**src/hdl/mips_consts.svh**
```systemverilog
`ifndef MIPS_CONSTS_SVH
`define MIPS_CONSTS_SVH

`define XLEN        32
`define NREGS       32
`define DMEM_WORDS  256
`define DMEM_AW     8
`define LINK_REG    5'd31

`define OP_RFORMAT  6'b000000
`define OP_LW       6'b100011
`define OP_SW       6'b101011
`define OP_BEQ      6'b000100
`define OP_J        6'b000010
`define OP_JAL      6'b000011
`define OP_ADDI     6'b001000
`define OP_ADDIU    6'b001001
`define OP_ANDI     6'b001100
`define OP_SPECIAL  6'b011100

`define FN_ADD      6'b100000
`define FN_ADDU     6'b100001
`define FN_SUB      6'b100010
`define FN_AND      6'b100100
`define FN_OR       6'b100101
`define FN_SLT      6'b101010
`define FN_MUL      6'b000010 // SPECIAL opcode only

`define ALUOP_ADD   2'b00
`define ALUOP_SUB   2'b01
`define ALUOP_FUNCT 2'b10
`define ALUOP_AND   2'b11

`endif

```
**src/hdl/mips_pkg.sv**
```systemverilog
package mips_pkg;

    // One instruction word seen through the three MIPS encodings
    typedef union packed {
        struct packed {
            logic [5:0] opcode;
            logic [4:0] rs;
            logic [4:0] rt;
            logic [4:0] rd;
            logic [4:0] shamt;
            logic [5:0] funct;
        } r;
        struct packed {
            logic [5:0]  opcode;
            logic [4:0]  rs;
            logic [4:0]  rt;
            logic [15:0] imm;
        } i;
        struct packed {
            logic [5:0]  opcode;
            logic [25:0] target;
        } j;
    } mips_instr_u;

    typedef struct packed {
        logic       reg_dst;
        logic       jump;
        logic       branch;
        logic       mem_read;
        logic       mem_to_reg;
        logic       mem_write;
        logic       alu_src;
        logic       reg_write;
        logic       link;
        logic       mult;
        logic       is_rformat;
        logic [1:0] alu_op;
        logic       zero_ext; // Only ANDI treats its immediate as unsigned
    } ctrl_s;

    typedef enum logic [2:0] {
        FN_ADD_E = 3'd0,
        FN_SUB_E = 3'd1,
        FN_AND_E = 3'd2,
        FN_OR_E  = 3'd3,
        FN_SLT_E = 3'd4,
        FN_MUL_E = 3'd5
    } alu_fn_e;

endpackage

```
**src/hdl/alu_control.sv**
```systemverilog
`timescale 1ns/100ps
`include "mips_consts.svh"

module alu_control (
    input  logic [1:0]        i_alu_op,
    input  logic [5:0]        i_funct,
    input  logic              i_mult,
    output mips_pkg::alu_fn_e o_alu_fn
);
    import mips_pkg::*;

    always_comb begin
        case (i_alu_op)
            `ALUOP_ADD: o_alu_fn = FN_ADD_E; // Address and immediate arithmetic
            `ALUOP_SUB: o_alu_fn = FN_SUB_E;
            `ALUOP_AND: o_alu_fn = FN_AND_E;
            `ALUOP_FUNCT: begin
                if (i_mult) begin
                    o_alu_fn = FN_MUL_E; // SPECIAL opcode carries only the multiply
                end else begin
                    case (i_funct)
                        `FN_ADD,
                        `FN_ADDU: o_alu_fn = FN_ADD_E; // Both add alike as there is no overflow trap
                        `FN_SUB:  o_alu_fn = FN_SUB_E;
                        `FN_AND:  o_alu_fn = FN_AND_E;
                        `FN_OR:   o_alu_fn = FN_OR_E;
                        `FN_SLT:  o_alu_fn = FN_SLT_E;
                        default:  o_alu_fn = FN_ADD_E;
                    endcase
                end
            end
            default: o_alu_fn = FN_ADD_E;
        endcase
    end

endmodule

```
**config.mk**
```make
export PLATFORM = sky130hd
export DESIGN_NAME = alu_control
export DESIGN_NICKNAME = d
export VERILOG_FILES = /design/src/hdl/mips_pkg.sv /design/src/hdl/alu_control.sv
export VERILOG_INCLUDE_DIRS = /design/src /design/src/hdl
export SDC_FILE = /design/constraint.sdc
export NUM_CORES = 1
export LEC_CHECK = 0
export BUFFER_PORTS_ARGS = -buffer_cell sky130_fd_sc_hd__buf_2
export CAP_MARGIN = 20
export CORE_AREA = 2 2 39 41
export DETAILED_ROUTE_END_ITERATION = 7
export DIE_AREA = 0 0 41 43
export SYNTH_ARGS = -nofsm -noshare
export SYNTH_HDL_FRONTEND = slang
export SYNTH_SLANG_ARGS = --single-unit
```
**constraint.sdc**
```tcl
create_clock -name vclk -period 1.5
set_input_delay 0.375 -clock vclk [all_inputs]
set_output_delay 0.375 -clock vclk [all_outputs]
set_load 0.03 [all_outputs]
```
==> key figures <==
Timing
  • Achievable frequency: 589 MHz
  • Tmin final: 1.70 ns
  • Min Hold Slack: 1.12 ns
  • Max-slew violation count: 0
  • Fin crit share: 1.13
  • Setup TNS: -0.348 ns
  • # setup viols final: 2
  • Worst-margin pin slew: 0.239 ns
  • Hold Fails Final Rpt: 0
  • Slew headroom: 0.841
  • RSZ-0062 raised after global routing: true
  • Worst Setup Slack, final: -0.198 ns

Routing
  • 1st-iter DRT viols: 2
  • Pre-antenna DRT Iters: 4
  • Routed WL per cell: 7.91 um
  • Antenna viol nets, final: 0
  • DR vias/cell: 3.64
  • Routed WL: 356 um
  • Total DRC errors in the routed layout: 0
  • Via count: 164

GRT
  • First-pass GRT wire length: 586 um
  • Largest net degree at the start of global routing: 5
  • Total GRT Usage: 0.0440
  • Grt met2 use: 0.0688
  • Grt met1 use: 0.0665
  • Busiest grt layer: met2
  • Overflow after GRT: 0
  • Initial antenna violation count: 0
  • Vias in the first global route: 142
  • M3 GR Usage: 0.00524

Final layout
  • Fin nets: 40
  • FF+latch area: 0 um2
  • ANT cells: 0
  • Synth-to-layout area growth: 137%
  • Commonest non-fill, non-tap cell in the layout: buf_2
  • Clock buffers: 0
  • Finished Core Util: 0.193
  • Most frequent cells in the layout: buf_2, buf_6, buf_4
  • Layout cells sized above 1: 0.724
  • Sequential cells: 0

Pwr
  • Max VDD drop: 0.0791 mV
  • Power per cell area: 263 mW/mm2
  • Pleak: 0.124 nW

Floorplan
  • Die width: 41 um
  • Num ports: 12
  • Initial Util: 0.0814
  • Die ar.: 0.00176 mm2
  • Row cnt: 14
  • Placeable Area: 0.00138 mm2
  • Die height: 43 um

Worst hold path
  • Hold WC Path Type: input port to output pin

Placement
  • Placer Congestion: 0.649
  • # port buffers: 12
  • DP Worst Slack: -0.258 ns

Yosys
  • Post-synthesis mux area share: 0
  • Sequential share of the synthesized area: 0
  • Simple-gate area share of the yosys netlist: 0.656
  • Synth Instances: 14
  • Area fraction in compound gates after synthesis: 0.311
  • Synth warn: 0
  • Largest family of logic cells by synthesized area: simple AND/OR/NAND/NOR gates
  • Yosys cell types: 13
  • Synth Area in Adders: 0
  • Synth Net Count: 23
  • Mean Syn Cell Area: 8.04 um2
  • Xor/xnor share of the synthesized area: 0
  • Synthesized area: 113 um2

Status
  • Failing checks: negative setup slack
  • Status: complete, but fails checks

Worst setup path
  • Arr. time, crit path: 1.32 ns
  • CP max-delay cell: or3b_4
  • CP max stage delay: 0.41 ns
  • Worst path cell trace: buf_6 -> or3b_4 -> nor3b_2 -> o21a_2 -> buf_6
  • Worst-path maximum fanout: 2
  • Crit. End Element: output pin
  • Top Family by Delay on Critical Path: simple AND/OR/NAND/NOR gates
  • Req. time, crit path: 1.12 ns
  • Worst Setup Start Kind: input port
  • Critical path's most frequent cell: buf_6
  • Setup CP Type: input port to output pin
  • CP Buf/Inv Count: 2

Flow run
  • Max-cap violations: 0

Clock network
  • Post-CTS Setup Bufs: 0
cell families (layout without fill, tap and decap cells):
kind of cell,Yosys count,count (layout)
AOI/OAI and AO/OA,4,4
buffers and inverters,1,16
and+or+nand+nor,9,9
metal layers:
metal  vias up  share of wire  wire [um]
met2        11           0.37        131
met1        68           0.45        159
li1         85              -          -
met4         0              0          0
met3         0           0.18         65
met5         -              0          0
worst min-delay path, stage by stage:
cell and delay [ns]:
buf_2 0.12, o21a_2 0.12, buf_6 0.13
where the power goes:
group          switching, mW  internal (mW)
Clock                      0              0
Sequential                 0              0
Combinational         0.0308         0.0393
what timing repair did:
action / in CTS / in global routing
endpoints found under the hold margin: 0 / 0
resized for setup: 6 / 3
hold buffers: 0 / 0
setup endpoints to repair: 3 / 3
pin swaps: 1 / 4
final timing paths:
check / from / endpoint / slack [ns] / cells past startpoint
setup / recovery: i_funct[4] / o_alu_fn[1] / -0.20 / 5
hold / removal: i_alu_op[1] / o_alu_fn[1] / 1.12 / 3
cell type report:
class | count | area (um2)
well taps | 16 | 20.0
multi-input cells | 13 | 126
fillers | 151 | 1120
inverters | 1 | 3.75
repair buffers | 15 | 116
cells in the mapped netlist, drive strengths merged:
cell type	count	area share
nor2b	1	0.056
a21oi	1	0.044
or3b	1	0.10
nor2	1	0.033
nand2b	2	0.11
inv	1	0.033
and4bb	1	0.11
nand3b	1	0.067
o311ai	1	0.14
o21a	1	0.067
nor3b	2	0.18
a31oi	1	0.056
through the flow:
stage / std cells / instance area, um2 / power, mW
floorplan: 14 / 124 / 0.0311
global placement: 45 / 226 / 0.0585
detailed placement: 45 / 226 / 0.0588
CTS: 45 / 248 / 0.0662
global route: 45 / 267 / 0.0764
finish: 45 / 267 / 0.0701
Power figures use the tool's default switching activity.
