<file path="src/hdl/mips_consts.svh">
`ifndef MIPS_CONSTS_SVH
`define MIPS_CONSTS_SVH

`define XLEN        32
`define NREGS       32
`define DMEM_WORDS  256
`define DMEM_AW     8
`define LINK_REG    5'd31

`define OP_RFORMAT  6'b000000
`define OP_LW       6'b100011
`define OP_SW       6'b101011
`define OP_BEQ      6'b000100
`define OP_J        6'b000010
`define OP_JAL      6'b000011
`define OP_ADDI     6'b001000
`define OP_ADDIU    6'b001001
`define OP_ANDI     6'b001100
`define OP_SPECIAL  6'b011100

`define FN_ADD      6'b100000
`define FN_ADDU     6'b100001
`define FN_SUB      6'b100010
`define FN_AND      6'b100100
`define FN_OR       6'b100101
`define FN_SLT      6'b101010
`define FN_MUL      6'b000010 // SPECIAL opcode only

`define ALUOP_ADD   2'b00
`define ALUOP_SUB   2'b01
`define ALUOP_FUNCT 2'b10
`define ALUOP_AND   2'b11

`endif

</file>
<file path="src/hdl/register_file.sv">
`timescale 1ns/100ps
`include "mips_consts.svh"

module register_file (
    input  logic             i_clk,
    input  logic             i_rst_n,
    input  logic [4:0]       i_ra1,
    input  logic [4:0]       i_ra2,
    input  logic [4:0]       i_wa,
    input  logic             i_we,
    input  logic [`XLEN-1:0] i_wd,
    output logic [`XLEN-1:0] o_rd1,
    output logic [`XLEN-1:0] o_rd2
);

    logic [`XLEN-1:0] regs [`NREGS];

    always_ff @(posedge i_clk) begin
        if (!i_rst_n) begin
            for (int k = 0; k < `NREGS; k++) begin
                regs[k] <= '0;
            end
        end else if (i_we && (i_wa != 5'd0)) begin
            regs[i_wa] <= i_wd; // Writes to $zero are dropped
        end
    end

    assign o_rd1 = (i_ra1 == 5'd0) ? '0 : regs[i_ra1];
    assign o_rd2 = (i_ra2 == 5'd0) ? '0 : regs[i_ra2];

    // Storage behind $zero keeps its reset value for the whole run
    a_zero_reg: assert property (@(posedge i_clk) disable iff (!i_rst_n) regs[0] == '0);

endmodule

</file>
<file path="config.mk">
export PLATFORM = sky130hd
export DESIGN_NAME = register_file
export DESIGN_NICKNAME = d
export VERILOG_FILES = /design/src/hdl/register_file.sv
export VERILOG_INCLUDE_DIRS = /design/src /design/src/hdl
export SDC_FILE = /design/constraint.sdc
export NUM_CORES = 2
export LEC_CHECK = 0
export BUFFER_PORTS_ARGS = -buffer_cell sky130_fd_sc_hd__buf_2
export CAP_MARGIN = 25
export CORE_UTILIZATION = 25
export CTS_CLUSTER_DIAMETER = 120
export DETAILED_ROUTE_END_ITERATION = 7
export PLACE_DENSITY = 0.4
export SYNTH_ARGS = -nofsm -noshare
export SYNTH_HDL_FRONTEND = slang
export SYNTH_SLANG_ARGS = --single-unit
</file>
<file path="constraint.sdc">
create_clock -name i_clk -period 4.46 [get_ports i_clk]
set_input_delay 0.223 -clock i_clk [delete_from_list [all_inputs] [get_ports i_clk]]
set_output_delay 0.223 -clock i_clk [all_outputs]
set_load 0.01 [all_outputs]
</file>
==> results.sh <==
export IMPL_result_of_the_run="complete, no violations"
export IMPL_mappedNetlistArea_mm2=0.0542
export IMPL_final_min_clock_period_ns=3.38
export IMPL_post_cts_hold_buffer_count=0
export IMPL_via_count_of_the_first_global_routing_pass=34164
export IMPL_cts_max_path_buffers=3
export IMPL_clock_tree_from_tritoncts="built"
export IMPL_layout_nets=3620
export IMPL_synth_enable_flop_cells=1024
export IMPL_worstHoldStart="i_wd[20]"
export IMPL_dr_wl_met2_um=103000
export IMPL_critical_path_arrival_ns=3.16
export IMPL_drc=0
export IMPL_post_place_ws_ns=1.01
export IMPL_ys_top_cells_by_count="1024 x edfxtp_1, 996 x and2_1, 470 x mux4_2, 275 x clkbuf_1, 154 x mux2i_1"
export IMPL_remaining_global_route_overflow=0
export IMPL_drt_antenna_violating_nets=0
export IMPL_maximum_number_of_pins_on_one_net_before_global_route_repair=79
export IMPL_synthesis_yosys_warnings=0
export IMPL_vias=32921
export IMPL_max_reg_flops=1024
export IMPL_unrepaired_setup_endpoints_after_global_routing="false"
export IMPL_ys_async_sr_fraction_pct=0
export IMPL_crit_type="reg -> out"
export IMPL_crit_path_start_kind="flip-flop"
export IMPL_die_height_um=468
export IMPL_die_area_mm2=0.219
export IMPL_finish_instance_area_mm2=0.0630
export IMPL_irDropWorstVdd_mv=0.319
export IMPL_pin_count=114
export IMPL_worstSetupStartpoint="regs[13][16]"
export IMPL_m1_wire_length_um=92800
export IMPL_slew_limit_headroom_pct=30.1
export IMPL_p_per_area_mw_per_mm2=382
export IMPL_timing_final_ws_setup_ns=1.08
export IMPL_synth_top_area_share_pct=56.7
export IMPL_initial_antenna_violation_count=31
export IMPL_synth_seq_cells=1024
export IMPL_floorplan_initialDensity_pct=25.2
export IMPL_type_of_destination_of_the_critical_path="output pin"
export IMPL_fmax_ghz=0.296
export IMPL_max_h_tree_level=3
export IMPL_postLayoutCoreUtil_pct=29.3
export IMPL_port_buffer_count=113
export IMPL_topRoutingLayerUsed="met5"
export IMPL_first_pass_iters=7
export IMPL_fin_crit_sh_pct=75.8
export IMPL_top_register="regs"
export IMPL_synth_most_common_cell="edfxtp_1"
export IMPL_setup_total_negative_slack_ns=0
export IMPL_fp_row_count=170
export IMPL_drt_iter0_markers=3294
export IMPL_netlist_instances=3509
export IMPL_hold_viol=0
export IMPL_grt_util_all_layers_pct=19.4
export IMPL_timing_hold_ws_ns=0.121
export IMPL_finalWirelength_um=212000
export IMPL_cts_num_sinks=1024
export IMPL_cts_inserted_buffers=118
export IMPL_path_max_fanout=2
export IMPL_post_cts_repair_setup_buffers=0
export IMPL_post_cts_resized=0
export IMPL_drv_max_cap_violation_count=0
export IMPL_synth_top_cell_by_area="edfxtp_1"
export IMPL_leakage_nw=21.1
export IMPL_synth_top_flop_cell="edfxtp_1"
export IMPL_setup_violations_final=0
export IMPL_ys_top_cells_by_area="edfxtp_1 57%, mux4_2 20%, and2_1 11%, mux2i_1 2.8%, clkbuf_1 1.9%"
export IMPL_reg_largest_list="regs: 1024 flops"
export IMPL_synthDistinctLibCells=41
export IMPL_hold_path_class="in -> reg"
export IMPL_hpwlAfterDp_um=132000
export IMPL_gp_congestion=0.809
export IMPL_worst_slew_pin_slew_ns=1.05
export IMPL_share_of_post_route_cells_with_drive_strength_above_1_pct=28.4
export IMPL_area_delta_synth_final_pct=16.1
export IMPL_synth_seq_area_share_pct=56.7
export IMPL_postSynthAreaPerCell_um2=15.4
export IMPL_worst_ep_required_time_ns=4.24
export IMPL_wl_per_cell_um=32.6
export IMPL_fp_dieW_um=468
export IMPL_slew_violations=0
export IMPL_global_route_wire_length_before_repair_um=293000
export IMPL_core_region_area_mm2=0.215
export IMPL_cts_clk_slew_worst_paths_ns=0.06
export IMPL_placedInstanceArea_mm2=0.0592
export IMPL_wl_met3_um=10800
export IMPL_cts_root_buf="clkbuf_16"
export IMPL_avgViaCountPerCell=5.05
-- cell families (layout without fill, tap and decap cells) --
family	after synthesis	in the layout	share of synthesized area (%)
simple gates	1149	1149	13.0
flops	1024	1024	56.7
mux	654	654	23.0
buf+inv	390	517	3.33
compound gates	291	291	3.96
other cells	1	49	0.00692
-- where the power goes --
part / internal [W] / leakage (nW) / switching [W]
sequential: 0.0111 / 9.75 / 0.000295
combinational: 0.00121 / 9.50 / 0.00177
clock: 0.00544 / 1.81 / 0.00418
-- layout by cell type (no fill, tap or decap), drive strengths merged, types with 4 or more instances in the layout --
| cell | count |
|---|---|
| buf | 296 |
| a211oi | 34 |
| nor2 | 36 |
| a32o | 4 |
| nand2b | 6 |
| o22ai | 79 |
| mux2i | 154 |
| clkbuf | 150 |
| a22oi | 18 |
| clkinv | 51 |
| a22o | 51 |
| conb | 32 |
| nor2b | 15 |
| clkinvlp | 5 |
| edfxtp | 1024 |
| inv | 6 |
| a2111oi | 29 |
| nand2 | 9 |
| nor4 | 8 |
| nand3b | 5 |
| nor3 | 54 |
| diode | 17 |
| nand3 | 5 |
| and2 | 996 |
| bufinv | 9 |
| a21oi | 10 |
| o21ai | 33 |
| mux2 | 30 |
| o221ai | 27 |
| mux4 | 470 |
-- stage by stage --
stage | std cells | total power (W)
after floorplan | 3540 | 0.0132
after global placement | 6283 | 0.0146
after detailed placement | 6287 | 0.0146
after CTS | 6504 | 0.0243
after global routing | 6507 | 0.0248
final | 6522 | 0.0240
-- final cells by class --
| cell class | instances | area, um^2 |
|---|---|---|
| diodes | 17 | 42.5 |
| repair buffers | 298 | 2510 |
| fillers | 21202 | 152000 |
| clock buffers | 148 | 3130 |
| well taps | 2838 | 3550 |
| inverters | 2 | 7.51 |
| clock inverters | 69 | 566 |
| flip-flops and latches | 1024 | 30700 |
| multi-input cells | 2126 | 22400 |
-- metal layers --
metal | GRT usage [%] | vias to the layer above
met1 | 26.2 | 17668
li1 | - | 13789
met4 | 5.23 | 8
met5 | 0 | -
met3 | 2.58 | 284
met2 | 32.3 | 1172
-- critical path: stages (launching register included) --
cell and delay (ns):
edfxtp_1 0.39, mux4_2 0.48, a221oi_1 0.59, o21ai_0 0.39, and3_1 0.38, buf_2 0.18
-- final timing paths --
check | to | depth (start not counted)
hold / removal | regs[11][20] | 2
setup / recovery | o_rd2[16] | 5
(Power assumes the default switching activity.)
