`src/hdl/mips_consts.svh`:
```
`ifndef MIPS_CONSTS_SVH
`define MIPS_CONSTS_SVH

`define XLEN        32
`define NREGS       32
`define DMEM_WORDS  256
`define DMEM_AW     8
`define LINK_REG    5'd31

`define OP_RFORMAT  6'b000000
`define OP_LW       6'b100011
`define OP_SW       6'b101011
`define OP_BEQ      6'b000100
`define OP_J        6'b000010
`define OP_JAL      6'b000011
`define OP_ADDI     6'b001000
`define OP_ADDIU    6'b001001
`define OP_ANDI     6'b001100
`define OP_SPECIAL  6'b011100

`define FN_ADD      6'b100000
`define FN_ADDU     6'b100001
`define FN_SUB      6'b100010
`define FN_AND      6'b100100
`define FN_OR       6'b100101
`define FN_SLT      6'b101010
`define FN_MUL      6'b000010 // SPECIAL opcode only

`define ALUOP_ADD   2'b00
`define ALUOP_SUB   2'b01
`define ALUOP_FUNCT 2'b10
`define ALUOP_AND   2'b11

`endif

```
`src/hdl/mips_pkg.sv`:
```
package mips_pkg;

    // One instruction word seen through the three MIPS encodings
    typedef union packed {
        struct packed {
            logic [5:0] opcode;
            logic [4:0] rs;
            logic [4:0] rt;
            logic [4:0] rd;
            logic [4:0] shamt;
            logic [5:0] funct;
        } r;
        struct packed {
            logic [5:0]  opcode;
            logic [4:0]  rs;
            logic [4:0]  rt;
            logic [15:0] imm;
        } i;
        struct packed {
            logic [5:0]  opcode;
            logic [25:0] target;
        } j;
    } mips_instr_u;

    typedef struct packed {
        logic       reg_dst;
        logic       jump;
        logic       branch;
        logic       mem_read;
        logic       mem_to_reg;
        logic       mem_write;
        logic       alu_src;
        logic       reg_write;
        logic       link;
        logic       mult;
        logic       is_rformat;
        logic [1:0] alu_op;
        logic       zero_ext; // Only ANDI treats its immediate as unsigned
    } ctrl_s;

    typedef enum logic [2:0] {
        FN_ADD_E = 3'd0,
        FN_SUB_E = 3'd1,
        FN_AND_E = 3'd2,
        FN_OR_E  = 3'd3,
        FN_SLT_E = 3'd4,
        FN_MUL_E = 3'd5
    } alu_fn_e;

endpackage

```
`src/hdl/control_unit.sv`:
```
`timescale 1ns/100ps
`include "mips_consts.svh"

module control_unit (
    input  logic [5:0]     i_op_code,
    output mips_pkg::ctrl_s o_ctrl
);

    always_comb begin
        o_ctrl = '0; // Unknown opcodes leave every control inactive
        case (i_op_code)
            `OP_RFORMAT: begin
                o_ctrl.reg_dst    = 1'b1;
                o_ctrl.reg_write  = 1'b1;
                o_ctrl.is_rformat = 1'b1;
                o_ctrl.alu_op     = `ALUOP_FUNCT;
            end
            `OP_SPECIAL: begin
                o_ctrl.reg_dst   = 1'b1;
                o_ctrl.reg_write = 1'b1;
                o_ctrl.mult      = 1'b1;
                o_ctrl.alu_op    = `ALUOP_FUNCT;
            end
            `OP_LW: begin
                o_ctrl.mem_read   = 1'b1;
                o_ctrl.mem_to_reg = 1'b1;
                o_ctrl.alu_src    = 1'b1;
                o_ctrl.reg_write  = 1'b1;
            end
            `OP_SW: begin
                o_ctrl.mem_write = 1'b1;
                o_ctrl.alu_src   = 1'b1;
            end
            `OP_BEQ: begin
                o_ctrl.branch = 1'b1;
                o_ctrl.alu_op = `ALUOP_SUB; // Equality comes from the ALU zero flag
            end
            `OP_J: o_ctrl.jump = 1'b1;
            `OP_JAL: begin
                o_ctrl.jump      = 1'b1;
                o_ctrl.reg_write = 1'b1;
                o_ctrl.link      = 1'b1;
            end
            `OP_ADDI, `OP_ADDIU: begin
                o_ctrl.alu_src   = 1'b1;
                o_ctrl.reg_write = 1'b1;
            end
            `OP_ANDI: begin
                o_ctrl.alu_src   = 1'b1;
                o_ctrl.reg_write = 1'b1;
                o_ctrl.zero_ext  = 1'b1;
                o_ctrl.alu_op    = `ALUOP_AND;
            end
            default: ;
        endcase
    end

    // A load and a store never share one instruction
    a_no_rd_wr: assert property (@(i_op_code) !(o_ctrl.mem_read && o_ctrl.mem_write));

endmodule

```
`config.mk`:
```
export PLATFORM = sky130hd
export DESIGN_NAME = control_unit
export DESIGN_NICKNAME = d
export VERILOG_FILES = /design/src/hdl/mips_pkg.sv /design/src/hdl/control_unit.sv
export VERILOG_INCLUDE_DIRS = /design/src /design/src/hdl
export SDC_FILE = /design/constraint.sdc
export NUM_CORES = 1
export LEC_CHECK = 0
export BUFFER_PORTS_ARGS = -buffer_cell sky130_fd_sc_hd__buf_2
export CORE_AREA = 2 2 39 41
export DETAILED_ROUTE_END_ITERATION = 7
export DIE_AREA = 0 0 41 43
export SLEW_MARGIN = 20
export SYNTH_ARGS = -nofsm -noshare
export SYNTH_HDL_FRONTEND = slang
export SYNTH_SLANG_ARGS = --single-unit
```
`constraint.sdc`:
```
create_clock -name vclk -period 1.1
set_input_delay 0 -clock vclk [all_inputs]
set_output_delay 0 -clock vclk [all_outputs]
set_load 0.1 [all_outputs]
```
==> flow_summary.yaml <==
power_and_ir_drop:
  powerDensity_nw_per_um2: 329
  seqPwrFrac: 0
  p_leak_nw: 0.288
  irDropWorstVdd_mv: 0.161
  p_clk_frac: 0
  combPwrFrac: 1.000
  internal_power_mw: 0.106
  swShare: 0.580
  switchingPower_mw: 0.146
run:
  maxCapViolations: 0
logic_synthesis:
  synth_top_cell_by_area: "buf_6"
  synth_cells: 32
  synth_cell_types: 20
  synth_fp_nets: 38
  synth_top_area_frac: 0.153
  ys_seq_area_frac: 0
  ys_top_cells_by_area: "buf_6 (15%), a21oi_1 (9.0%), nand4b_1 (7.9%)"
  synth_most_common_cell: "a21oi_1"
  yosysWarnings: 0
  avgSynthCellArea_um2: 6.92
  yosys-top-cells-count: "a21oi_1 (4), buf_6 (3), nand2_1 (3), nor3_1 (3)"
  syn-cell-area_um2: 221
cells_and_area:
  syn2layout_area_growth_pct: 245
  num_antenna_cells: 0
  fillers: 121
  postLayoutCoreUtil: 0.552
  clkbuf_count: 0
  regArea_um2: 0
  seq_cell_count: 0
  nNetsFinal: 70
  drive_gt1_frac: 0.839
setup_path:
  cp_slowest_stage_delay_ns: 0.57
  crit_required_ns: 1.10
  slowest_stage: "or4_4"
  worstSetupEndpointType: "primary output"
  worstSetupPathType: "input port to primary output"
  arrival_ns: 1.12
  startpoint: "i_op_code[5]"
  crit_path_start_kind: "input port"
  path_cells: "buf_6 > or4_4 > nor3b_4 > buf_12"
  critPathMaxFanout: 3
global_route:
  grt_pass1_wl_mm: 1.34
  grt_pass1_vias: 300
  antenna_found_initial: 0
  track_usage: 0.101
  grt_max_degree: 9
  grt-ovfl-total: 0
timing:
  rsz0062_at_grt: "yes"
  layout_setup_ws_ns: -0.0224
  finalSetupViolations: 2
  min_period_over_period: 1.02
  fin_crit_ns: 1.12
  final-hold-violation-count: 0
  fin_setup_tns_ns: -0.0279
  drv_slew: 0
  clock.fmax_ghz: 0.891
  slew-limit-headroom: 0.792
  worstMarginPinSlew_ns: 0.309
die:
  initial_utilization: 0.160
  rows: 14
  ios: 20
  dieArea_um2: 1760
  dieHeight_um: 43
  die_w_um: 41
  core_um2: 1380
detailed_routing:
  drt_pre_antenna_iters: 3
  num_vias: 364
  drc: 0
  routed_via_density: 4.67
  routedWlPerCell_um: 10.0
  drt_wl_total_um: 783
  drtAntennaViolNets: 0
  drt_iter0_drc: 2
placed_design:
  place_congestion: 0.739
  portBuffers: 20
  place_hpwl_um: 713
outcome:
  outcome: "finished, violations left"
  violations: "negative setup slack"
clock_network:
  holdBufCountCts: 0
hold_path:
  hp-start: "i_op_code[5]"
  hold_depth: 4
  hold_path.class: "input port to primary output"
-- layer usage --
| metal | up-vias | track usage | wire, um |
|---|---|---|---|
| met4 | 0 | 0 | 0 |
| li1 | 186 | - | - |
| met3 | 0 | 0.00524 | 43 |
| met2 | 13 | 0.166 | 432 |
| met5 | - | 0 | 0 |
| met1 | 165 | 0.150 | 308 |
-- layout make-up --
cell class         count  area [um^2]  share of cell area
multi-input cells     28          309               0.404
well taps             16         20.0              0.0262
repair buffers        34          435               0.570
-- final timing paths --
check and to:
max o_ctrl[11], min o_ctrl[3]
-- power groups by stage --
stage / sequential, mW / clock (mW) / combinational [mW]
floorplan: 0 / 0 / 0.152
finish: 0 / 0 / 0.252
CTS: 0 / 0 / 0.247
global route: 0 / 0 / 0.265
global placement: 0 / 0 / 0.240
detailed placement: 0 / 0 / 0.244
-- stage by stage --
stage | area, um^2 | setup slack [ns] | power (mW) | hold WS, ns | instances
after CTS | 743 | -0.0567 | 0.247 | 0.452 | 77
after floorplan | 372 | -0.469 | 0.152 | 0.179 | 32
after global routing | 764 | -0.0515 | 0.265 | 0.454 | 78
final | 764 | -0.0224 | 0.252 | 0.432 | 78
after global placement | 737 | -0.0337 | 0.240 | 0.477 | 77
after detailed placement | 737 | -0.0586 | 0.244 | 0.483 | 77
-- what timing repair did --
action | CTS | global route
setup buffers | 0 | 1
pin swaps | 3 | 4
endpoints found under the setup margin | 3 | 2
resized for setup | 1 | 3
-- worst max-delay path, delay by kind of cell --
| kind | cells | cell delay, ns |
|---|---|---|
| and+or+nand+nor | 2 | 0.82 |
| buffers and inverters | 2 | 0.30 |
-- logic make-up (layout without fill, tap and decap cells) --
kind of cell / count (synthesis) / count (layout) / synth area share
AO/OA/AOI/OAI: 6 / 6 / 0.158
buffers and inverters: 4 / 34 / 0.186
multiplexers: 1 / 1 / 0.0452
AND/OR/NAND/NOR: 21 / 21 / 0.610
-- placed cells by master (no fill, tap or decap), types with 2 or more instances in the layout --
cell type and n:
buf_2 4, nor3b_4 3, buf_6 2, nand4b_1 2, nor3_4 2, nand2_1 3, a21oi_2 2, buf_12 14
a21oi_4 2, nor2_4 2, buf_4 13
Power figures use the tool's default switching activity.
