### config.mk
export PLATFORM = sky130hd
export DESIGN_NAME = alu
export DESIGN_NICKNAME = d
export VERILOG_FILES = /design/src/hdl/mips_pkg.sv /design/src/hdl/alu.sv
export VERILOG_INCLUDE_DIRS = /design/src /design/src/hdl
export SDC_FILE = /design/constraint.sdc
export NUM_CORES = 1
export LEC_CHECK = 0
export ABC_AREA = 1
export BUFFER_PORTS_ARGS = -buffer_cell sky130_fd_sc_hd__buf_2
export CORE_MARGIN = 5
export CORE_UTILIZATION = 72
export DETAILED_ROUTE_END_ITERATION = 8
export PLACE_DENSITY = 0.91
export SLEW_MARGIN = 20
export SYNTH_ARGS = -nofsm -noshare
export SYNTH_HDL_FRONTEND = slang
export SYNTH_SLANG_ARGS = --single-unit
### constraint.sdc
create_clock -name vclk -period 21.7
set_clock_uncertainty 0.1 [all_clocks]
set_input_delay 3.255 -clock vclk [all_inputs]
set_output_delay 3.255 -clock vclk [all_outputs]
set_load 0.05 [all_outputs]
### src/hdl/mips_consts.svh
`ifndef MIPS_CONSTS_SVH
`define MIPS_CONSTS_SVH

`define XLEN        32
`define NREGS       32
`define DMEM_WORDS  256
`define DMEM_AW     8
`define LINK_REG    5'd31

`define OP_RFORMAT  6'b000000
`define OP_LW       6'b100011
`define OP_SW       6'b101011
`define OP_BEQ      6'b000100
`define OP_J        6'b000010
`define OP_JAL      6'b000011
`define OP_ADDI     6'b001000
`define OP_ADDIU    6'b001001
`define OP_ANDI     6'b001100
`define OP_SPECIAL  6'b011100

`define FN_ADD      6'b100000
`define FN_ADDU     6'b100001
`define FN_SUB      6'b100010
`define FN_AND      6'b100100
`define FN_OR       6'b100101
`define FN_SLT      6'b101010
`define FN_MUL      6'b000010 // SPECIAL opcode only

`define ALUOP_ADD   2'b00
`define ALUOP_SUB   2'b01
`define ALUOP_FUNCT 2'b10
`define ALUOP_AND   2'b11

`endif

### src/hdl/mips_pkg.sv
package mips_pkg;

    // One instruction word seen through the three MIPS encodings
    typedef union packed {
        struct packed {
            logic [5:0] opcode;
            logic [4:0] rs;
            logic [4:0] rt;
            logic [4:0] rd;
            logic [4:0] shamt;
            logic [5:0] funct;
        } r;
        struct packed {
            logic [5:0]  opcode;
            logic [4:0]  rs;
            logic [4:0]  rt;
            logic [15:0] imm;
        } i;
        struct packed {
            logic [5:0]  opcode;
            logic [25:0] target;
        } j;
    } mips_instr_u;

    typedef struct packed {
        logic       reg_dst;
        logic       jump;
        logic       branch;
        logic       mem_read;
        logic       mem_to_reg;
        logic       mem_write;
        logic       alu_src;
        logic       reg_write;
        logic       link;
        logic       mult;
        logic       is_rformat;
        logic [1:0] alu_op;
        logic       zero_ext; // Only ANDI treats its immediate as unsigned
    } ctrl_s;

    typedef enum logic [2:0] {
        FN_ADD_E = 3'd0,
        FN_SUB_E = 3'd1,
        FN_AND_E = 3'd2,
        FN_OR_E  = 3'd3,
        FN_SLT_E = 3'd4,
        FN_MUL_E = 3'd5
    } alu_fn_e;

endpackage

### src/hdl/alu.sv
`timescale 1ns/100ps
`include "mips_consts.svh"

module alu (
    input  logic [`XLEN-1:0]  i_a,
    input  logic [`XLEN-1:0]  i_b,
    input  mips_pkg::alu_fn_e i_fn,
    output logic [`XLEN-1:0]  o_result,
    output logic              o_zero
);
    import mips_pkg::*;

    logic [`XLEN-1:0] diff;
    logic             less;

    assign diff = i_a - i_b;
    assign less = $signed(i_a) < $signed(i_b);

    always_comb begin
        case (i_fn)
            FN_ADD_E: o_result = i_a + i_b;
            FN_SUB_E: o_result = diff;
            FN_AND_E: o_result = i_a & i_b;
            FN_OR_E:  o_result = i_a | i_b;
            FN_SLT_E: o_result = {{(`XLEN-1){1'b0}}, less};
            FN_MUL_E: o_result = i_a * i_b; // Low word of the product
            default:  o_result = i_a + i_b;
        endcase
    end

    // BEQ reads equality from the difference whatever the function
    assign o_zero = (diff == '0);

endmodule

==> flow_summary.ini, run 1 <==
[floorplanning]
row_count = 62
core-area_um2 = 28800
ios = 100
initial_utilization = 0.730
die_w_um = 181
dieArea_um2 = 32700
die_y_um = 181

[drt]
dr_wl_met2_um = 29900
drt.antenna.violating_nets = 0
drc = 0
routed_wl_um = 68800
num_vias = 19400
detail_route.wl_per_cell_um = 20.9
wl_met1_um = 23600
drt-initial-drc-count = 2088
wl_met3_um = 10200
routed.top_layer = met4
dr.pass1.iters = 6
via_per_inst = 5.88

[yosys]
synthesis.nets = 3642
synth.distinct_cells = 50
ys.warnings.count = 0
syn_inst = 2946
syn-cell-area_um2 = 21000
netlist.area_leader.share = 0.390
synthTopCellsByArea = fa_1, inv_1, ha_1
synth_top_area_cell = fa_1
avgSynthCellArea_um2 = 7.13
yosysSeqAreaShare = 0

[critical_path]
crit_slowest_cell = buf_2
worstPathRequired_ps = 18350
criticalPathCategory = in -> out
cp_max_fo = 30
critPathMaxStageDelay_ps = 770
startpoint_type = input pin
critPathCaptureType = output port
cp.arrival_ps = 10700

[sta]
setup-tns-final_ps = 0
finalSetupViolCount = 0
maxSlewViolCount = 0
hold_viol_final = 0
fmax_mhz = 71.1
tightestPinTransition_ps = 1110
slew_headroom = 0.259
finalCriticalPeriod_ps = 14060
period_share = 0.648
rsz0062_at_grt = false
fin_ws_ps = 7640

[final_layout]
seq_cells = 0
diodes = 0
layout.nets = 3611
clkbuf_count = 0
layout-drive-gt1-share = 0.0491
regArea_um2 = 0
area_delta_synth_final_pct = 2.38

[outcome]
status = completed

[placed_design]
pre_cts_ws_ps = 7800
gp_congestion = 1.03
io_buffers = 100
dpl.hpwl_um = 53800

[global_routing]
grt_pass1_vias = 21000
grt-ovfl-total = 0
grt_max_degree = 35
grt_antenna_before_repair = 0
grt_usage = 0.422
grt_pass1_wl_um = 109000

[clocking]
holdBufCountCts = 0
post_cts_buffers = 0
cts_resized = 0

[run]
drv_cap = 0

[hold_path]
hp-class = in -> out
[per-stage QoR]
| stage | utilization | hold WS [ps] | instances | cell area [µm²] |
|---|---|---|---|---|
| finish | 0.748 | 6990 | 3297 | 21500 |
| global route | 0.748 | 7020 | 3297 | 21500 |
| CTS | 0.748 | 6980 | 3297 | 21500 |
| detailed placement | 0.748 | 6980 | 3297 | 21500 |
| global placement | 0.748 | 6960 | 3297 | 21500 |
| floorplan | - | 6980 | 2946 | 21000 |
[routing by layer]
layer,vias to the layer above,global-route usage
met1,9098,0.532
li1,8447,-
met4,0,0.236
met2,1458,0.660
met3,387,0.119
met5,-,0
[cell families after synthesis]
| logic type | share of synthesized area |
|---|---|
| XOR/XNOR | 0.0429 |
| buffers and inverters | 0.180 |
| AO/OA/AOI/OAI | 0.0782 |
| AND/OR/NAND/NOR | 0.178 |
| adder cells (fa/ha/maj) | 0.521 |
[Yosys cell counts (2+ instances only)]
cell       number
nand3_1        48
ha_1          219
nand4_1        25
o2111ai_1      22
xor2_1         75
a221oi_1        3
a21boi_0        2
o21a_1          7
nor2_1        125
o21ai_1         9
nand2_2         6
nand2_4         3
fa_1          410
o31ai_1         2
nor3_1         12
and2_1          3
o211ai_1        5
a31oi_1         4
o221ai_1        3
clkbuf_1      120
o21ai_0        55
a211oi_1        4
inv_2           7
buf_1          12
a21oi_2         3
o21bai_1        3
buf_2           7
a22oi_1         2
xnor2_1        28
nor4_1          3
a21o_1          3
a21oi_4         2
nand2_1       694
or2_2           8
nand3b_1        4
a21oi_1       137
inv_1         858
[layout by cell type, fill, tap and decap left out, drive strengths merged, types with 2 or more instances in the layout]
cell type  Yosys  routed
buf           20     107
xor2          75      75
a21o           3       3
nor3          12      12
nand2        703     703
fa           410     410
or2            8       8
o21bai         4       4
nand3b         4       4
xnor2         28      28
a211oi         5       5
o2111ai       22      22
a21oi        142     142
o21a           7       7
and2           3       3
a22oi          2       2
o211ai         5       5
nand3         49      49
inv          865     865
o221ai         3       3
nor4           3       3
nand4         25      25
a31oi          4       4
nor2         125     125
a221oi         3       3
o21ai         65      65
o31ai          3       3
ha           219     219
a21boi         3       3
[critical path, delay by kind of cell]
family | cells | cell delay, ps
and+or+nand+nor | 10 | 1060
adders and majority gates | 9 | 3690
AOI/OAI and AO/OA | 5 | 1200
buffers and inverters | 8 | 1490
[final cells by class]
cell class	count	area, µm²
multi-input cells	1940	17200
repair buffers	107	553
well taps	384	480
inverters	866	3250
fillers	2209	7260
[final timing paths]
check               start      endpoint  cells after the start  slack, ps
setup / recovery   i_b[3]  o_result[31]                     32       7640
hold / removal    i_fn[1]   o_result[0]                      5       6990
Power of run 1 is not shown: default switching activity piles up to over one toggle a cycle in this logic, so the estimate is an artifact.
==> inputs of run 2 (changes only) <==
--- a/config.mk
+++ b/config.mk
@@ -9,9 +9,9 @@
 export ABC_AREA = 1
 export BUFFER_PORTS_ARGS = -buffer_cell sky130_fd_sc_hd__buf_2
 export CORE_MARGIN = 5
-export CORE_UTILIZATION = 72
+export CORE_UTILIZATION = 66
 export DETAILED_ROUTE_END_ITERATION = 8
-export PLACE_DENSITY = 0.91
+export PLACE_DENSITY = 0.85
 export SLEW_MARGIN = 20
 export SYNTH_ARGS = -nofsm -noshare
 export SYNTH_HDL_FRONTEND = slang
==> constraint.sdc (replaced) <==
create_clock -name vclk -period 14.4
set_clock_uncertainty 0.1 [all_clocks]
set_input_delay 2.16 -clock vclk [all_inputs]
set_output_delay 2.16 -clock vclk [all_outputs]
set_load 0.05 [all_outputs]
==> run 2 against run 1 <==
Effect of this change:
- critical path depth decreased by 1
- sequential share of layout area unchanged
- worst setup slack worse by 5100 ps
- design area grew 0.13%
- wire length is 5.2% lower
- via count decreased by 2.5%
- flip-flop and latch count unchanged
- cell count grew 0.61%
- largest cell class unchanged
- highest routed layer unchanged
==> flow_summary.ini, run 2 (synthesis gave the netlist of run 1 again) <==
[floorplanning]
die_w_um = 188
dieArea_um2 = 35500
row_count = 65
die_y_um = 188
initial_utilization = 0.668
ios = 100
core-area_um2 = 31500

[critical_path]
cp_max_fo = 30
critPathCaptureType = output port
crit_slowest_cell = buf_2
critPathMostFrequentCell = nand2_1
critPathMaxStageDelay_ps = 760
criticalPathCategory = in -> out
worstPathRequired_ps = 12140
startpoint_type = input pin
cp.arrival_ps = 9640

[drt]
num_vias = 18900
drt-initial-drc-count = 2004
drc = 0
dr.pass1.iters = 5
via_per_inst = 5.70
detail_route.wl_per_cell_um = 19.7
drt.antenna.violating_nets = 0
routed_wl_um = 65200

[sta]
slew_headroom = 0.316
period_share = 0.826
tightestPinTransition_ps = 1020
fmax_mhz = 84.0
finalCriticalPeriod_ps = 11900
rsz0062_at_grt = false
setup-tns-final_ps = 0
maxSlewViolCount = 0
finalSetupViolCount = 0
hold_viol_final = 0

[final_layout]
layout.nets = 3611
instances_no_fill = 3317
fillCellCount = 2608
post-route-util = 0.685
fin_area_um2 = 21500
area_delta_synth_final_pct = 2.51
final_cell_mix = inv_1, nand2_1, fa_1, ha_1, a21oi_1
regArea_um2 = 0
multi_input_area_um2 = 17200
seq_cells = 0
clkbuf_count = 0
layout_commonest_cell = inv_1
layout-drive-gt1-share = 0.0491

[hold_path]
hp-class = in -> out

[placed_design]
io_buffers = 100
dpl.hpwl_um = 51300
placed_cell_area_um2 = 21500
dp_cells = 3315
gp_congestion = 0.990

[clocking]
post_cts_buffers = 0
cts_resized = 0
holdBufCountCts = 0

[outcome]
status = completed

[run]
drv_cap = 0

[global_routing]
grt_usage = 0.370
grt_max_degree = 35
grt_pass1_wl_um = 104000
grt_pass1_vias = 19800
grt_antenna_before_repair = 2
grt-ovfl-total = 0
## run 2: critical path: cells and delay by family
kind	cells	cell delay (ps)
buf+inv	8	1530
fa+ha+maj	9	3690
simple gates	8	870
compound gates	6	1380
## run 2: metal layers
layer / vias to the layer above / global-route usage / routed length (µm)
met5: - / 0 / 0
met4: 0 / 0.143 / 3500
met3: 253 / 0.0973 / 8700
met2: 1267 / 0.589 / 29000
met1: 8939 / 0.488 / 24000
li1: 8447 / - / -
## run 2: path summary, 6_finish.rpt
kind	startpoint	endpoint	slack (ps)	cells past startpoint
min	i_fn[1]	o_result[0]	4800	5
max	i_b[3]	o_result[29]	2500	31
## run 2: area by class of cell
cell class	instances	share of cell area
multi-input combinational	1940	0.800
timing repair buffer	107	0.0257
inverter	866	0.151
antenna	2	0.000232
tap	402	0.0233
## run 2: metrics by stage
stage          hold slack (ps)  worst slack, ps
5_1_grt                   4840             2180
3_5_place_dp              4790             2700
3_3_place_gp              4770             2800
4_1_cts                   4800             2700
6_report                  4800             2500
2_1_floorplan             4790             3260
Power of run 2 is left out for the same reason.
==> inputs of run 3 (changes only) <==
--- a/config.mk
+++ b/config.mk
@@ -6,12 +6,12 @@
 export SDC_FILE = /design/constraint.sdc
 export NUM_CORES = 1
 export LEC_CHECK = 0
-export ABC_AREA = 1
+export ABC_AREA = 0
 export BUFFER_PORTS_ARGS = -buffer_cell sky130_fd_sc_hd__buf_2
 export CORE_MARGIN = 5
-export CORE_UTILIZATION = 66
+export CORE_UTILIZATION = 60
 export DETAILED_ROUTE_END_ITERATION = 8
-export PLACE_DENSITY = 0.85
+export PLACE_DENSITY = 0.81
 export SLEW_MARGIN = 20
 export SYNTH_ARGS = -nofsm -noshare
 export SYNTH_HDL_FRONTEND = slang
==> constraint.sdc (replaced) <==
create_clock -name vclk -period 10.8
set_clock_uncertainty 0.1 [all_clocks]
set_input_delay 1.62 -clock vclk [all_inputs]
set_output_delay 1.62 -clock vclk [all_outputs]
set_load 0.05 [all_outputs]
==> run 3 against run 2 <==
Effect of this change:
- count of clock-buffer cells in the layout is the same
- worst setup slack got worse by 2400 ps
- global-route usage rose by 7.3 points
- via count rose by 3.4%
- critical path depth down 2
- die area increased by 5.6%
- core utilization fell by 1.5 points
- sequential share of layout area unchanged
- flip-flop and latch count stayed put
==> flow_summary.ini, run 3 <==
[outcome]
status = completed

[critical_path]
setup.worst_path.start = i_b[3]
critPathMostFrequentCell = fa_1
crit_slowest_cell = fa_1
startpoint_type = input pin
crit_end = o_result[27]
critPathMaxStageDelay_ps = 550
cp_max_fo = 12
worstPathRequired_ps = 9080
cp.arrival_ps = 8980
critPathCaptureType = output port
criticalPathCategory = in -> out

[floorplanning]
initial_utilization = 0.605
die_w_um = 194
die_y_um = 194
ios = 100
dieArea_um2 = 37500
row_count = 67
core-area_um2 = 33400

[sta]
slew_headroom = 0.174
fmax_mhz = 93.5
finalSetupViolCount = 0
setup-tns-final_ps = 0
maxSlewViolCount = 0
finalCriticalPeriod_ps = 10700
hold_ws_ps = 4010
hold_viol_final = 0
period_share = 0.991
tightestPinTransition_ps = 1240

[drt]
num_vias = 19600
via_per_inst = 6.24
drc = 0
drt.antenna.violating_nets = 0
detail_route.wl_per_cell_um = 26.8
routed_wl_um = 84000
drt-initial-drc-count = 2034
dr.pass1.iters = 8

[global_routing]
grt_antenna_before_repair = 2
grt_pass1_wl_um = 126000
grt-ovfl-total = 0
grt_pass1_vias = 20500
grt_max_degree = 80
grt_usage = 0.443

[yosys]
yosysMostFrequentCell = inv_1
syn-cell-area_um2 = 20200
ys_top_cells_by_count = inv_1, fa_1, nor2_1
avgSynthCellArea_um2 = 8.01
ys.warnings.count = 0
yosysSeqAreaShare = 0
synth_top_area_cell = fa_1
syn_inst = 2525
netlist.area_leader.share = 0.406
synthTopCellsByArea = fa_1, ha_1, inv_1
synth.distinct_cells = 85
synthesis.nets = 3221

[final_layout]
clkbuf_count = 0
seq_cells = 0
final_cell_mix = inv_1, fa_1, nor2_1, nand2_1, ha_1
area_delta_synth_final_pct = 10.7
regArea_um2 = 0
fillCellCount = 2878
layout-drive-gt1-share = 0.126
layout.nets = 3381
layout_commonest_cell = inv_1

[placed_design]
gp_congestion = 1.08
dpl.hpwl_um = 70100
io_buffers = 100

[clocking]
holdBufCountCts = 0

[run]
drv_cap = 0

[hold_path]
hp-class = in -> out
## run 3: changes by cell type after synthesis, sizes merged, moves of 33 or more
cell   previous run  this run
a21oi           142        99
xor2             75        31
nand3            49        16
xnor2            28        99
nand2           703       285
nor2            125       385
inv             865       468
## run 3: logic make-up (layout without fill, tap and decap cells)
logic type                 Yosys count  in the layout  share of synthesized area
xor gates and xnor gates           130            130                     0.0567
AOI/OAI and AO/OA                  347            347                      0.116
and+or+nand+nor                    808            808                      0.167
muxes                                9              9                    0.00526
other                                0              2                          0
adders and majority gates          629            629                      0.541
buffers and inverters              602            760                      0.113
## run 3: critical path, delay by kind of cell
family	cells	cell delay, ps
AO/OA/AOI/OAI	8	1470
adder cells (fa/ha/maj)	9	3760
buffers and inverters	9	1430
AND/OR/NAND/NOR	3	700
## run 3: what timing repair did
item	4_1_cts	5_1_grt
buffers inserted	1	7
gates resized for setup	4	58
setup endpoints to repair	3	12
gates cloned	0	0
pin swaps	1	17
## run 3: final cells by class
| cell class | count | area [µm²] | share of cell area |
|---|---|---|---|
| Multi-Input combinational cell | 1923 | 18100 | 0.806 |
| Timing Repair Buffer | 278 | 1930 | 0.0861 |
| Tap cell | 448 | 561 | 0.0250 |
| Antenna cell | 2 | 5.00 | 0.000223 |
| Inverter | 482 | 1840 | 0.0822 |
## run 3: how the worst min path moves through the flow
stage                 start           end  slack, ps  depth (start not counted)
detailed placement  i_fn[2]  o_result[23]       3970                          3
floorplan           i_fn[2]  o_result[29]       3630                          3
CTS                 i_fn[2]  o_result[23]       3970                          3
global placement    i_a[31]   o_result[0]       3940                          5
finish              i_a[31]   o_result[0]       4010                          5
global route        i_fn[1]  o_result[24]       4020                          4
## run 3: through the flow
step                      cells  worst slack, ps   util  cell area, µm²
after floorplan            2525            -27.8      -           20200
after global placement     3123             36.1  0.661           22100
after detailed placement   3123            -69.2  0.661           22100
after CTS                  3124             1.73  0.661           22100
after global routing       3131            -44.4  0.670           22400
final                      3133              101  0.670           22400
## run 3: layer usage
metal  vias to the layer above  wire length [µm]  global-route usage
li1                       8172                 -                   -
met1                      9601             29300               0.545
met2                      1417             37300               0.691
met3                       365             10900               0.142
met4                         2              6500               0.253
met5                         -                13                   0
